==> src/hdl/router_config.svh <==
`ifndef ROUTER_CONFIG_SVH
`define ROUTER_CONFIG_SVH

// ports of the mesh router, in the order L, N, E, W, S
`define NUM_PORTS 5

// flit fields
`define FLIT_ID_W 3
`define LENGTH_W 12
`define PAYLOAD_W 16

// flit id that opens a packet and carries its length
`define HEADER_ID 3'd1

`endif

==> src/hdl/routerPkg.sv <==
`include "router_config.svh"

package routerPkg;

  // flit type, header or body/tail
  typedef logic [`FLIT_ID_W-1:0] flitId;

  typedef logic [`LENGTH_W-1:0] pktLength; // packet length in clock cycles
  typedef logic [`PAYLOAD_W-1:0] payload;

  // one bit per port, L=0 N=1 E=2 W=3 S=4
  typedef logic [`NUM_PORTS-1:0] portVec;

  typedef struct packed
  {
    flitId    id;
    pktLength length;
    payload   data;
  } flit_t;

  // bit 0 is idle, bit p+1 is the grant for port p
  typedef enum logic [5:0]
  {
    IDLE    = 6'b000001,
    GRANT_L = 6'b000010,
    GRANT_N = 6'b000100,
    GRANT_E = 6'b001000,
    GRANT_W = 6'b010000,
    GRANT_S = 6'b100000
  } grantState;

endpackage

==> src/hdl/flitSwitch.sv <==
`timescale 1ns/10ps
`include "router_config.svh"

module flitSwitch
(
  input  logic                 clk,
  input  logic                 rst,
  input  routerPkg::grantState state,
  input  routerPkg::portVec    req,
  input  routerPkg::flit_t     inFlit [`NUM_PORTS],
  output routerPkg::flit_t     outFlit,
  output logic                 outValid
);
  import routerPkg::*;

  flit_t selFlit;
  logic  selValid;

  always_comb
  begin
    selFlit = inFlit[0];
    selValid = 1'b0;
    case (state)
      GRANT_L:
      begin
        selFlit = inFlit[0];
        selValid = req[0];
      end
      GRANT_N:
      begin
        selFlit = inFlit[1];
        selValid = req[1];
      end
      GRANT_E:
      begin
        selFlit = inFlit[2];
        selValid = req[2];
      end
      GRANT_W:
      begin
        selFlit = inFlit[3];
        selValid = req[3];
      end
      GRANT_S:
      begin
        selFlit = inFlit[4];
        selValid = req[4];
      end
      default:
      begin
        selValid = 1'b0; // idle, nothing goes out
      end
    endcase
  end

  always_ff @(posedge clk)
  begin
    if (rst)
    begin
      outValid <= 1'b0;
    end
    else
    begin
      outValid <= selValid;
    end
  end

  // the flit register keeps its last value while nothing is forwarded
  always_ff @(posedge clk)
  begin
    if (selValid)
    begin
      outFlit <= selFlit;
    end
  end

endmodule

==> src/hdl/outputArbiter.sv <==
`timescale 1ns/10ps
`include "router_config.svh"

module outputArbiter
(
  input  logic                 clk,
  input  logic                 rst,
  input  routerPkg::portVec    req,
  input  routerPkg::portVec    timesUp,
  output routerPkg::grantState state,
  output routerPkg::portVec    runTimer
);
  import routerPkg::*;

  localparam int PORT_W = $clog2(`NUM_PORTS);

  grantState nextState;
  logic [PORT_W-1:0] owner; // port index of the current grant
  logic ownerHolds;

  // one-hot grant code for a port index
  function automatic grantState grantFor(input int idx);
    logic [$bits(grantState)-1:0] oneHot;
    oneHot = '0;
    oneHot[idx+1] = 1'b1;
    return grantState'(oneHot);
  endfunction

  // port index of a grant state, zero for idle
  function automatic logic [PORT_W-1:0] ownerOf(input grantState cur);
    logic [PORT_W-1:0] idx;
    idx = '0;
    for (int p = 0; p < `NUM_PORTS; p++)
    begin
      if (cur[p+1])
      begin
        idx = PORT_W'(p);
      end
    end
    return idx;
  endfunction

  // first requester among span ports starting at port first, wrapping after S
  function automatic grantState pickNext(input portVec reqs, input int first,
                                         input int span);
    grantState pick;
    int idx;
    pick = IDLE;
    // scanned from the far end so the nearest requester is written last
    for (int k = span - 1; k >= 0; k--)
    begin
      idx = (first + k) % `NUM_PORTS;
      if (reqs[idx])
      begin
        pick = grantFor(idx);
      end
    end
    return pick;
  endfunction

  assign owner = ownerOf(state);

  // the owner keeps the output while it asks and its packet time is not used up
  assign ownerHolds = req[owner] && !timesUp[owner];

  always_ff @(posedge clk)
  begin
    if (rst)
    begin
      state <= IDLE;
    end
    else
    begin
      state <= nextState;
    end
  end

  always_comb
  begin
    nextState = IDLE;
    runTimer = '0;
    case (state)
      IDLE:
      begin
        nextState = pickNext(req, 0, `NUM_PORTS); // fixed order L, N, E, W, S
      end
      GRANT_L, GRANT_N, GRANT_E, GRANT_W, GRANT_S:
      begin
        if (ownerHolds)
        begin
          runTimer[owner] = 1'b1;
          nextState = state;
        end
        else
        begin
          // the releasing port itself is not a candidate, so it waits one idle turn
          nextState = pickNext(req, int'(owner) + 1, `NUM_PORTS - 1);
        end
      end
      default:
      begin
        nextState = IDLE; // recover from a state that is not one-hot
      end
    endcase
  end

endmodule

==> src/hdl/outputPort.sv <==
`timescale 1ns/10ps
`include "router_config.svh"

module outputPort
(
  input  logic                 clk,
  input  logic                 rst,
  input  routerPkg::flit_t     inFlit [`NUM_PORTS],
  input  routerPkg::portVec    req,
  output routerPkg::flit_t     outFlit,
  output logic                 outValid,
  output routerPkg::grantState state
);
  import routerPkg::*;

  portVec runTimer; // set only for the port that keeps its grant
  portVec timesUp;

  // one packet timer per input port
  for (genvar p = 0; p < `NUM_PORTS; p++)
  begin : g_timer
    packetTimer i_packetTimer
    (
      .clk     (clk),
      .rst     (rst),
      .id      (inFlit[p].id),
      .length  (inFlit[p].length),
      .run     (runTimer[p]),
      .timesUp (timesUp[p])
    );
  end

  outputArbiter i_outputArbiter
  (
    .clk      (clk),
    .rst      (rst),
    .req      (req),
    .timesUp  (timesUp),
    .state    (state),
    .runTimer (runTimer)
  );

  // forwards the owner's flit one cycle behind the grant state
  flitSwitch i_flitSwitch
  (
    .clk      (clk),
    .rst      (rst),
    .state    (state),
    .req      (req),
    .inFlit   (inFlit),
    .outFlit  (outFlit),
    .outValid (outValid)
  );

endmodule

==> src/hdl/packetTimer.sv <==
`timescale 1ns/10ps
`include "router_config.svh"

module packetTimer
(
  input  logic                clk,
  input  logic                rst,
  input  routerPkg::flitId    id,
  input  routerPkg::pktLength length,
  input  logic                run,
  output logic                timesUp
);
  import routerPkg::*;

  pktLength storedLength; // hold time learned from the last header flit
  pktLength count;        // cycles the port has held the output so far

  always_ff @(posedge clk)
  begin
    if (rst)
    begin
      storedLength <= '0;
      count <= '0;
    end
    else
    begin
      // a header may arrive while another port owns the output
      if (id == `HEADER_ID)
      begin
        storedLength <= length;
      end
      if (run)
      begin
        count <= count + 1'b1;
      end
      else
      begin
        count <= '0; // restart for the next grant
      end
    end
  end

  assign timesUp = (count == storedLength);

endmodule

==> config.mk <==
export PLATFORM = sky130hd
export DESIGN_NAME = outputPort
export DESIGN_NICKNAME = d
export VERILOG_FILES = /design/src/hdl/routerPkg.sv /design/src/hdl/flitSwitch.sv /design/src/hdl/outputArbiter.sv /design/src/hdl/outputPort.sv /design/src/hdl/packetTimer.sv
export VERILOG_INCLUDE_DIRS = /design/src /design/src/hdl
export SDC_FILE = /design/constraint.sdc
export NUM_CORES = 1
export LEC_CHECK = 0
export BUFFER_PORTS_ARGS = -buffer_cell sky130_fd_sc_hd__buf_4
export CAP_MARGIN = 15
export CORE_UTILIZATION = 35
export CTS_BUF_LIST = sky130_fd_sc_hd__clkbuf_8
export CTS_CLUSTER_DIAMETER = 120
export CTS_CLUSTER_SIZE = 28
export DETAILED_ROUTE_END_ITERATION = 7
export PLACE_DENSITY = 0.68
export SETUP_SLACK_MARGIN = 0.05
export SYNTH_ARGS = -nofsm -noshare
export SYNTH_HDL_FRONTEND = slang
export SYNTH_SLANG_ARGS = --single-unit
==> constraint.sdc <==
create_clock -name clk -period 4.5 [get_ports clk]
set_input_delay 0.225 -clock clk [delete_from_list [all_inputs] [get_ports clk]]
set_output_delay 0.225 -clock clk [all_outputs]
set_load 0.05 [all_outputs]
==> results of run 1 <==
## how the worst max path moves through the flow
stage	start	endpoint	slack [ps]	depth (start not counted)
3_3_place_gp	i_outputArbiter.state[3]	i_outputArbiter.state[1]	530	17
5_1_grt	i_outputArbiter.state[3]	i_outputArbiter.state[2]	130	17
4_1_cts	i_outputArbiter.state[4]	i_outputArbiter.state[1]	380	16
6_report	i_outputArbiter.state[4]	i_outputArbiter.state[2]	420	16
2_1_floorplan	i_outputArbiter.state[2]	i_outputArbiter.state[4]	50	19
3_5_place_dp	i_outputArbiter.state[4]	i_outputArbiter.state[1]	430	16
## state kept, by name, indices dropped and copies added, names as in the netlist
register,cells
i_outputArbiter.state,6
g_timer.i_packetTimer.storedLength,60
g_timer.i_packetTimer.count,60
i_flitSwitch.outFlit,31
i_flitSwitch.outValid,1
## metrics by stage
stage | std cells | hold WS, ps | worst slack, ps | instance area [um2]
after CTS | 1563 | 0.0148 | 377 | 11400
final | 1564 | 20.5 | 423 | 11400
after floorplan | 1017 | 372 | 45.3 | 8930
after detailed placement | 1509 | 480 | 433 | 10800
after global routing | 1564 | 2.75 | 130 | 11400
after global placement | 1509 | 473 | 526 | 10800
## critical path: cells and delay by family (launching register included)
family	cells	cell delay, ps
and+or+nand+nor	8	1310
AOI/OAI and AO/OA	3	1000
adders and majority gates	3	870
DFF	1	460
xor gates and xnor gates	1	190
buffers and inverters	1	140
## area by class of cell
cell class	count	area share, %
multi-input combinational	767	44.6
sequential	158	30.5
timing repair buffer	245	16.6
tap	330	3.62
clock buffer	17	2.05
clock inverter	15	1.63
inverter	31	1.06
antenna	1	0.0219
## timing repair
item,in CTS,in global routing
endpoints found under the setup margin,0,1
endpoints found under the hold margin,22,0
hold buffers,22,0
gates resized for setup,0,1
## cells in the mapped netlist (all sizes together) (8+ instances only)
master | instances | share of area [%]
nor2 | 151 | 7.1
dfxtp | 127 | 29
nand2 | 107 | 4.5
nand3 | 80 | 4.5
mux2i | 65 | 7.3
xor2 | 64 | 6.3
xnor2 | 56 | 5.5
clkbuf | 40 | 1.7
a222oi | 34 | 3.8
edfxtp | 31 | 10
inv | 28 | 1.2
buf | 21 | 1.5
o21ai | 21 | 1.2
ha | 18 | 2.5
nor3 | 16 | 0.90
and3 | 14 | 0.98
nand4 | 12 | 0.84
a21oi | 11 | 0.62
nor4 | 10 | 0.70
nor3b | 9 | 0.76
a211oi | 8 | 0.67
nand2b | 8 | 0.59
o211ai | 8 | 0.73
## power breakdown
group / switching, mW / internal [mW] / total (mW)
Clock: 0.596 / 0.512 / 1.11
Combinational: 1.26 / 0.781 / 2.04
Sequential: 0.0563 / 1.53 / 1.59
Total: 1.92 / 2.82 / 4.74
## routing by layer
| metal | global-route usage (%) | up-vias | part of all wire [%] |
|---|---|---|---|
| li1 | - | 4015 | - |
| met1 | 26.8 | 3945 | 41 |
| met2 | 35.7 | 422 | 47 |
| met3 | 5.24 | 38 | 9.9 |
| met4 | 8.66 | 0 | 2.8 |
| met5 | 0 | - | 0 |
## cell families (layout without fill, tap and decap cells)
kind of cell,Yosys count,after routing
AO/OA/AOI/OAI,123,123
XOR/XNOR,120,120
adder cells (fa/ha/maj),18,18
buffers and inverters,92,308
flip-flops,158,158
multiplexers,70,70
other,0,1
AND/OR/NAND/NOR,436,436
==> flow_metrics.py, run 1 <==
metrics = {
    "drt": {
        "routed_wl_um": 28400,
        "vias_per_cell": 5.38,
        "ant_nets": 0,
        "firstDrtPassIters": 7,
        "drc_errors": 0,
        "num_vias": 8420,
        "drt_iter0_markers": 711,
        "wl_per_cell_um": 18.2,
    },
    "sta": {
        "fin_skew_ps": 20.3,
        "grt_setup_unrepaired": "no",
        "max_freq_mhz": 245,
        "setup_viol": 0,
        "fin_crit_sh_pct": 90.6,
        "hold_violations": 0,
        "tightest_slew_ps": 992,
        "min_period_ps": 4080,
        "slew_violations": 0,
        "maxSlewHeadroom_pct": 33.8,
        "fin_tns_setup_ps": 0,
    },
    "clocking": {
        "clk-insertion-delay-late_ps": 470,
        "cts-buffers-inserted": 17,
        "cts_tree": "done",
        "clockBufferDepth": 2,
        "cts.clk_slew.worst_paths_ps": 100,
        "ctsHtreeMaxLevel": 4,
        "cts_setup_buffers": 0,
        "cts_num_sinks": 158,
        "cts_root_buf": "clkbuf_8",
    },
    "hold_path": {
        "holdPathStages": 3,
        "whs_endpoint": "g_timer[3].i_packetTimer.storedLength[0]",
        "hold_start": "inFlit[47]",
        "hp-class": "input pin to register",
    },
    "cells_and_area": {
        "multiInputGateArea_mm2": 0.00509,
        "syn2layout_area_growth_pct": 28.1,
        "fin_nets": 1400,
        "drive_above_1_share_pct": 23.8,
        "final_cell_mix": "223 x buf_4, 140 x nor2_1, 123 x dfxtp_1, 106 x nand2_1, 80 x nand3_1",
        "fillCellCount": 2428,
        "seq_area_mm2": 0.00348,
        "layout_commonest_cell": "buf_4",
        "fin_util_pct": 45.5,
    },
    "floorplan": {
        "die_area_mm2": 0.0261,
        "rows": 58,
        "pin_count": 200,
        "die_height_um": 162,
        "core-area_mm2": 0.0251,
        "fp.dieW_um": 162,
        "start_util_pct": 35.5,
    },
    "setup_path": {
        "crit_top_cell": "ha_1",
        "crit_arrival_ps": 4430,
        "slowest_stage": "dfxtp_2",
        "required_ps": 4860,
        "cp_slowest_stage_delay_ps": 460,
        "reg2reg_depth": 16,
        "path_cells": "o21ai_0, inv_1, ha_1, xor2_1, ha_1, nor2b_2, or3_1, a31oi_2, ha_1, nand3_1, nor3_1, and3_1, nor2_1, nor3b_1, nand3_1, a311oi_1",
        "cp-start-kind": "register",
        "timing.rr.start": "i_outputArbiter.state[4]",
        "crit_type": "register to register",
        "regToRegEndpoint": "i_outputArbiter.state[2]",
        "worstPathMaxFanout": 20,
        "rrSetupSlack_ps": 420,
        "end_kind": "register",
    },
    "synth": {
        "synth_fa_ha_area_share_pct": 2.53,
        "synthMuxAreaShare_pct": 7.93,
        "syn_nets": 1197,
        "avgSynthCellArea_um2": 8.76,
        "async_flop_share_pct": 0,
        "synth_compound_area_share_pct": 10.9,
        "netlist_area_mm2": 0.00891,
        "synth_top_family_by_area": "simple AND/OR/NAND/NOR gates",
        "synthSimpleGateAreaFrac_pct": 23.3,
        "yosys.area_share.xor_xnor_pct": 11.8,
        "netlist_instances": 1017,
        "ys_seq_area_share_pct": 39.0,
        "yosys_warnings": 0,
        "synth-edff-count": 31,
        "post_synth_num_cell_types": 70,
        "ys_seq_elements": 158,
        "ys.flop_type": "dfxtp_1",
    },
    "placement": {
        "dp_hpwl_um": 21400,
        "place_congestion": 0.927,
        "port_buffers": 199,
    },
    "run_status": {
        "status": "complete, no violations",
    },
    "power_and_ir_drop": {
        "finalPower_mw": 4.74,
        "ir_drop_mv": 0.221,
        "leakage_nw": 4.50,
        "power.density_mw_per_mm2": 415,
    },
    "job": {
        "drv_cap": 0,
    },
    "grt": {
        "grt_max_degree": 74,
        "overflow": 0,
        "grt_pass1_vias": 8058,
        "antenna_found_initial": 1,
        "grt.total_usage_pct": 21.6,
        "grt_pass1_wl_um": 43400,
    },
}
(Power assumes the default switching activity.)
==> run 2, diff against run 1 <==
--- a/config.mk
+++ b/config.mk
@@ -8,12 +8,14 @@
 export LEC_CHECK = 0
 export BUFFER_PORTS_ARGS = -buffer_cell sky130_fd_sc_hd__buf_4
 export CAP_MARGIN = 15
+export CELL_PAD_IN_SITES_DETAIL_PLACEMENT = 0
+export CELL_PAD_IN_SITES_GLOBAL_PLACEMENT = 1
 export CORE_UTILIZATION = 35
 export CTS_BUF_LIST = sky130_fd_sc_hd__clkbuf_8
 export CTS_CLUSTER_DIAMETER = 120
 export CTS_CLUSTER_SIZE = 28
 export DETAILED_ROUTE_END_ITERATION = 7
-export PLACE_DENSITY = 0.68
+export PLACE_DENSITY = 0.84
 export SETUP_SLACK_MARGIN = 0.05
 export SYNTH_ARGS = -nofsm -noshare
 export SYNTH_HDL_FRONTEND = slang
==> flow_metrics.py, run 2 (synthesis gave the netlist of run 1 again) <==
metrics = {
    "drt": {
        "ant_nets": 0,
        "routed_wl_um": 28400,
        "drc_errors": 0,
        "num_vias": 8378,
        "firstDrtPassIters": 7,
        "vias_per_cell": 5.31,
        "wl_per_cell_um": 18.0,
        "drt_iter0_markers": 791,
    },
    "floorplan": {
        "die_height_um": 162,
        "die_area_mm2": 0.0261,
        "pin_count": 200,
        "fp.dieW_um": 162,
        "core-area_mm2": 0.0251,
        "rows": 58,
        "start_util_pct": 35.5,
    },
    "power_and_ir_drop": {
        "sw_frac_of_total_pct": 41.9,
        "switchingPower_mw": 1.98,
        "power_frac_clock_pct": 22.7,
        "leakage_nw": 4.56,
        "internal-power_mw": 2.75,
        "power_frac_seq_pct": 33.4,
        "p_comb_share_pct": 43.9,
        "ir_drop_mv": 0.206,
        "power.density_mw_per_mm2": 409,
    },
    "cells_and_area": {
        "layout_commonest_cell": "buf_4",
        "fin_util_pct": 46.0,
        "reg.largest.list": "g_timer.i_packetTimer.count x60, g_timer.i_packetTimer.storedLength x60, i_flitSwitch.outFlit x31",
        "fillCellCount": 2411,
        "num_antenna_cells": 0,
        "multiInputGateArea_mm2": 0.00510,
        "syn2layout_area_growth_pct": 29.6,
        "seq_area_mm2": 0.00348,
        "drive_above_1_share_pct": 23.6,
        "final_area_mm2": 0.0116,
        "final_cell_mix": "221 x buf_4, 140 x nor2_1, 123 x dfxtp_1, 106 x nand2_1, 80 x nand3_1",
        "finalNonFillerCells": 1578,
        "fin_nets": 1415,
    },
    "clocking": {
        "cts_setup_buffers": 0,
        "clk-insertion-delay-late_ps": 470,
        "cts_num_sinks": 158,
        "cts_tree": "done",
        "cts_root_buf": "clkbuf_8",
        "ctsHtreeMaxLevel": 4,
        "cts-buffers-inserted": 17,
        "cts.clk_slew.worst_paths_ps": 100,
        "clockBufferDepth": 2,
    },
    "setup_path": {
        "cp_slowest_stage_delay_ps": 440,
        "slowest_stage": "ha_1",
        "path_cells": "and2b_1, o21ai_2, inv_1, ha_1, xor2_1, ha_1, nor2b_2, or3_1, a31oi_2, ha_1, nand3_1, nor3_1, and3_1, o2111ai_1, mux2_1, o221ai_1, o2bb2ai_1",
        "crit_top_cell": "ha_1",
        "reg2reg_depth": 17,
        "worstPathMaxFanout": 12,
        "required_ps": 4890,
        "cp-start-kind": "register",
        "crit_type": "register to register",
        "end_kind": "register",
        "crit_arrival_ps": 4450,
    },
    "sta": {
        "maxSlewHeadroom_pct": 41.6,
        "fin_crit_sh_pct": 90.1,
        "tightest_slew_ps": 877,
        "fin_skew_ps": 22.0,
        "hold_violations": 0,
        "grt_setup_unrepaired": "no",
        "setup_viol": 0,
        "min_period_ps": 4050,
        "finalWorstSetupSlack_ps": 447,
        "slew_violations": 0,
        "max_freq_mhz": 247,
        "fin_tns_setup_ps": 0,
    },
    "grt": {
        "grt.total_usage_pct": 21.5,
        "grt_pass1_vias": 7997,
        "antenna_found_initial": 0,
        "grt_max_degree": 74,
        "grt_pass1_wl_um": 43500,
        "overflow": 0,
    },
    "run_status": {
        "status": "complete, no violations",
    },
    "hold_path": {
        "holdPathStages": 3,
        "hp-class": "input pin to register",
    },
    "placement": {
        "dpl_cell_area_mm2": 0.0108,
        "place_congestion": 0.915,
        "port_buffers": 199,
        "dp_hpwl_um": 21300,
        "dp.cells": 1507,
        "pre_cts_ws_ps": 454,
    },
    "job": {
        "drv_cap": 0,
    },
}
-- run 2: changes by cell type in the layout (fill, tap and decap cells not counted), sizes merged, moves of 2 or more --
cell,before,now
clkinv,10,6
clkinvlp,2,0
inv,32,40
dlygate4sd3,22,38
bufinv,2,0
-- run 2: cell type report --
class | count | share of cell area [%]
inverters | 31 | 1.05
clock buffers | 17 | 2.03
clock inverters | 15 | 1.39
repair buffers | 260 | 17.7
multi-input cells | 767 | 44.1
flip-flops and latches | 158 | 30.1
well taps | 330 | 3.57
-- run 2: final timing paths --
| path | startpoint | end | slack, ps |
|---|---|---|---|
| setup / recovery | i_outputArbiter.state[2] | i_outputArbiter.state[1] | 450 |
| hold / removal | inFlit[50] | g_timer[3].i_packetTimer.storedLength[3] | 20 |
| setup reg to reg | i_outputArbiter.state[2] | i_outputArbiter.state[1] | 450 |
| hold reg to reg | g_timer[4].i_packetTimer.count[0] | g_timer[4].i_packetTimer.count[0] | 510 |
-- run 2: per-layer routing --
metal,global-route usage (%),wire (um),vias to the layer above
li1,-,-,4046
met5,0,0,-
met2,35.7,13200,373
met3,4.37,2460,39
met1,27.5,12100,3920
met4,7.38,632,0
-- run 2: stage by stage --
| step | power [mW] | hold slack (ps) |
|---|---|---|
| after global placement | 3.60 | 470 |
| after detailed placement | 3.62 | 478 |
| after global routing | 4.99 | 8.46 |
| after floorplan | 3.04 | 372 |
| after CTS | 4.72 | 0.609 |
| final | 4.72 | 18.5 |
-- run 2: power groups by stage --
stage                     sequential, mW  clock, mW  combinational (mW)
after floorplan                     1.74          0                1.30
after global placement              1.61          0                1.99
after detailed placement            1.61          0                2.01
after CTS                           1.58       1.10                2.05
after global routing                1.59       1.16                2.25
final                               1.58       1.07                2.07
-- run 2: repair_timing --
action / CTS / global route
hold buffers: 37 / 1
gates resized for setup: 0 / 1
endpoints found under the setup margin: 0 / 1
hold endpoints to repair: 37 / 1
-- run 2: worst max-delay path, delay by kind of cell (launching register included) --
family,cells,cell delay (ps)
buffers and inverters,1,110
AOI/OAI and AO/OA,5,920
muxes,1,350
adders and majority gates,3,900
DFF,1,430
xor gates and xnor gates,1,190
and+or+nand+nor,6,1080
==> run 3, diff against run 2 <==
==> constraint.sdc (replaced) <==
create_clock -name clk -period 3.4 [get_ports clk]
set_input_delay 0.17 -clock clk [delete_from_list [all_inputs] [get_ports clk]]
set_output_delay 0.17 -clock clk [all_outputs]
set_load 0.05 [all_outputs]
==> flow_metrics.py, run 3 (synthesis gave the netlist of run 1 again) <==
metrics = {
    "run_status": {
        "violations": "setup timing",
        "status": "finished, violations left",
    },
    "floorplan": {
        "die_height_um": 162,
        "core-area_mm2": 0.0251,
        "pin_count": 200,
        "start_util_pct": 35.5,
        "fp.dieW_um": 162,
        "die_area_mm2": 0.0261,
        "rows": 58,
    },
    "setup_path": {
        "crit_arrival_ps": 3840,
        "end_kind": "register",
        "slowest_stage": "or3_4",
        "crit_type": "register to register",
        "required_ps": 3760,
        "cp-start-kind": "register",
        "path_cells": "and2b_2, o21ai_4, inv_2, ha_4, xor2_4, ha_4, nor2b_4, or3_4, a31oi_4, buf_6, nor3_2, or3_4, nor3b_4, buf_4, a221oi_2, o21ai_1",
        "cp.buffers_inverters": 3,
        "worstPathMaxFanout": 8,
        "cp_slowest_stage_delay_ps": 450,
        "crit_family": "simple AND/OR/NAND/NOR gates",
    },
    "sta": {
        "grt_setup_unrepaired": "yes",
        "setup_viol": 4,
        "tightest_slew_ps": 1180,
        "hold_violations": 0,
        "maxSlewHeadroom_pct": 21.3,
        "hold_slack_ps": 9.51,
        "fin_crit_sh_pct": 102,
        "finalWorstSetupSlack_ps": -82.1,
        "fin_skew_ps": 18.8,
        "slew_violations": 0,
        "min_period_ps": 3480,
        "max_freq_mhz": 287,
    },
    "power_and_ir_drop": {
        "power_frac_clock_pct": 19.9,
        "power.density_mw_per_mm2": 575,
        "internal-power_mw": 4.33,
        "p_comb_share_pct": 51.7,
        "power_frac_seq_pct": 28.4,
        "ir_drop_mv": 0.297,
        "leakage_nw": 5.05,
        "switchingPower_mw": 2.97,
        "sw_frac_of_total_pct": 40.7,
    },
    "drt": {
        "num_vias": 8861,
        "vias_per_cell": 5.30,
        "wl_per_cell_um": 18.1,
        "ant_nets": 0,
        "drc_errors": 0,
        "firstDrtPassIters": 6,
        "drt_iter0_markers": 833,
        "routed_wl_um": 30300,
    },
    "cells_and_area": {
        "fin_util_pct": 50.6,
        "drive_above_1_share_pct": 28.2,
        "layout_commonest_cell": "buf_4",
        "reg.largest.list": "g_timer.i_packetTimer.count x60, g_timer.i_packetTimer.storedLength x60, i_flitSwitch.outFlit x31",
        "final_cell_mix": "262 x buf_4, 139 x nor2_1, 123 x dfxtp_1, 106 x nand2_1, 88 x dlygate4sd3_1",
        "syn2layout_area_growth_pct": 42.5,
        "fin_nets": 1509,
        "num_antenna_cells": 0,
    },
    "clocking": {
        "cts_tree": "done",
        "clk-insertion-delay-late_ps": 470,
        "cts_root_buf": "clkbuf_8",
        "cts-buffers-inserted": 17,
        "cts_num_sinks": 158,
        "ctsHtreeMaxLevel": 4,
        "clockBufferDepth": 2,
        "cts.clk_slew.worst_paths_ps": 100,
    },
    "placement": {
        "place_congestion": 0.929,
        "dp_hpwl_um": 21900,
        "port_buffers": 199,
    },
    "grt": {
        "overflow": 0,
        "busiest_layer": "met2",
        "antenna_found_initial": 0,
        "grt_max_degree": 74,
        "met3_usage_pct": 4.08,
        "grt_use_met2_pct": 39.4,
        "grt.total_usage_pct": 23.0,
        "grt_pass1_wl_um": 47100,
        "grt_pass1_vias": 8753,
        "met1_usage_pct": 29.0,
    },
    "hold_path": {
        "hp-class": "input pin to register",
    },
    "job": {
        "drv_cap": 0,
    },
}
-- run 3: worst min-delay path, delay by kind of cell --
family                 cells  cell delay (ps)
buffers and inverters      1               80
and+or+nand+nor            2              120
-- run 3: metal layers --
metal	vias to the layer above	routed length, um
met4	0	548
met3	42	2290
met2	402	14500
met1	4184	12900
li1	4233	-
met5	-	0
-- run 3: path summary, 6_finish.rpt --
| check | from | to | slack [ps] | cells past startpoint |
|---|---|---|---|---|
| worst max-delay path | i_outputArbiter.state[3] | i_outputArbiter.state[0] | -80 | 16 |
| worst max register to register | i_outputArbiter.state[3] | i_outputArbiter.state[0] | -80 | 16 |
| worst min-delay path | inFlit[33] | i_flitSwitch.outFlit[2] | 10 | 3 |
| worst min register to register | g_timer[2].i_packetTimer.count[0] | g_timer[2].i_packetTimer.count[0] | 500 | 1 |
-- run 3: layout make-up --
type | count | area (um2)
Clock buffer | 17 | 234
Clock inverter | 15 | 174
Fill cell | 2331 | 12400
Inverter | 31 | 121
Multi-Input combinational cell | 767 | 5380
Sequential cell | 158 | 3490
Tap cell | 330 | 413
Timing Repair Buffer | 354 | 2890
-- run 3: through the flow --
step | total power, mW | setup slack [ps] | TNS (ps) | cells | cell area [um2]
2_1_floorplan | 4.34 | -559 | -2760 | 1017 | 9160
3_3_place_gp | 5.28 | -14.5 | -14.5 | 1543 | 11200
3_5_place_dp | 5.30 | -72.6 | -95.1 | 1543 | 11200
4_1_cts | 6.94 | -16.9 | -16.9 | 1665 | 12500
5_1_grt | 7.69 | -188 | -910 | 1672 | 12700
6_report | 7.30 | -82.1 | -180 | 1672 | 12700
-- run 3: repair_timing --
action / CTS / global route
endpoints found under the setup margin: 6 / 6
setup buffers: 3 / 6
pin swaps: 9 / 19
hold endpoints to repair: 84 / 1
gates resized for setup: 6 / 24
hold buffers: 87 / 1
-- run 3: power by group through the flow --
stage | logic [mW] | registers, mW | clock network [mW]
2_1_floorplan | 2.04 | 2.31 | 0
3_3_place_gp | 3.17 | 2.12 | 0
3_5_place_dp | 3.19 | 2.12 | 0
4_1_cts | 3.38 | 2.07 | 1.49
5_1_grt | 4.04 | 2.08 | 1.56
6_report | 3.77 | 2.08 | 1.45
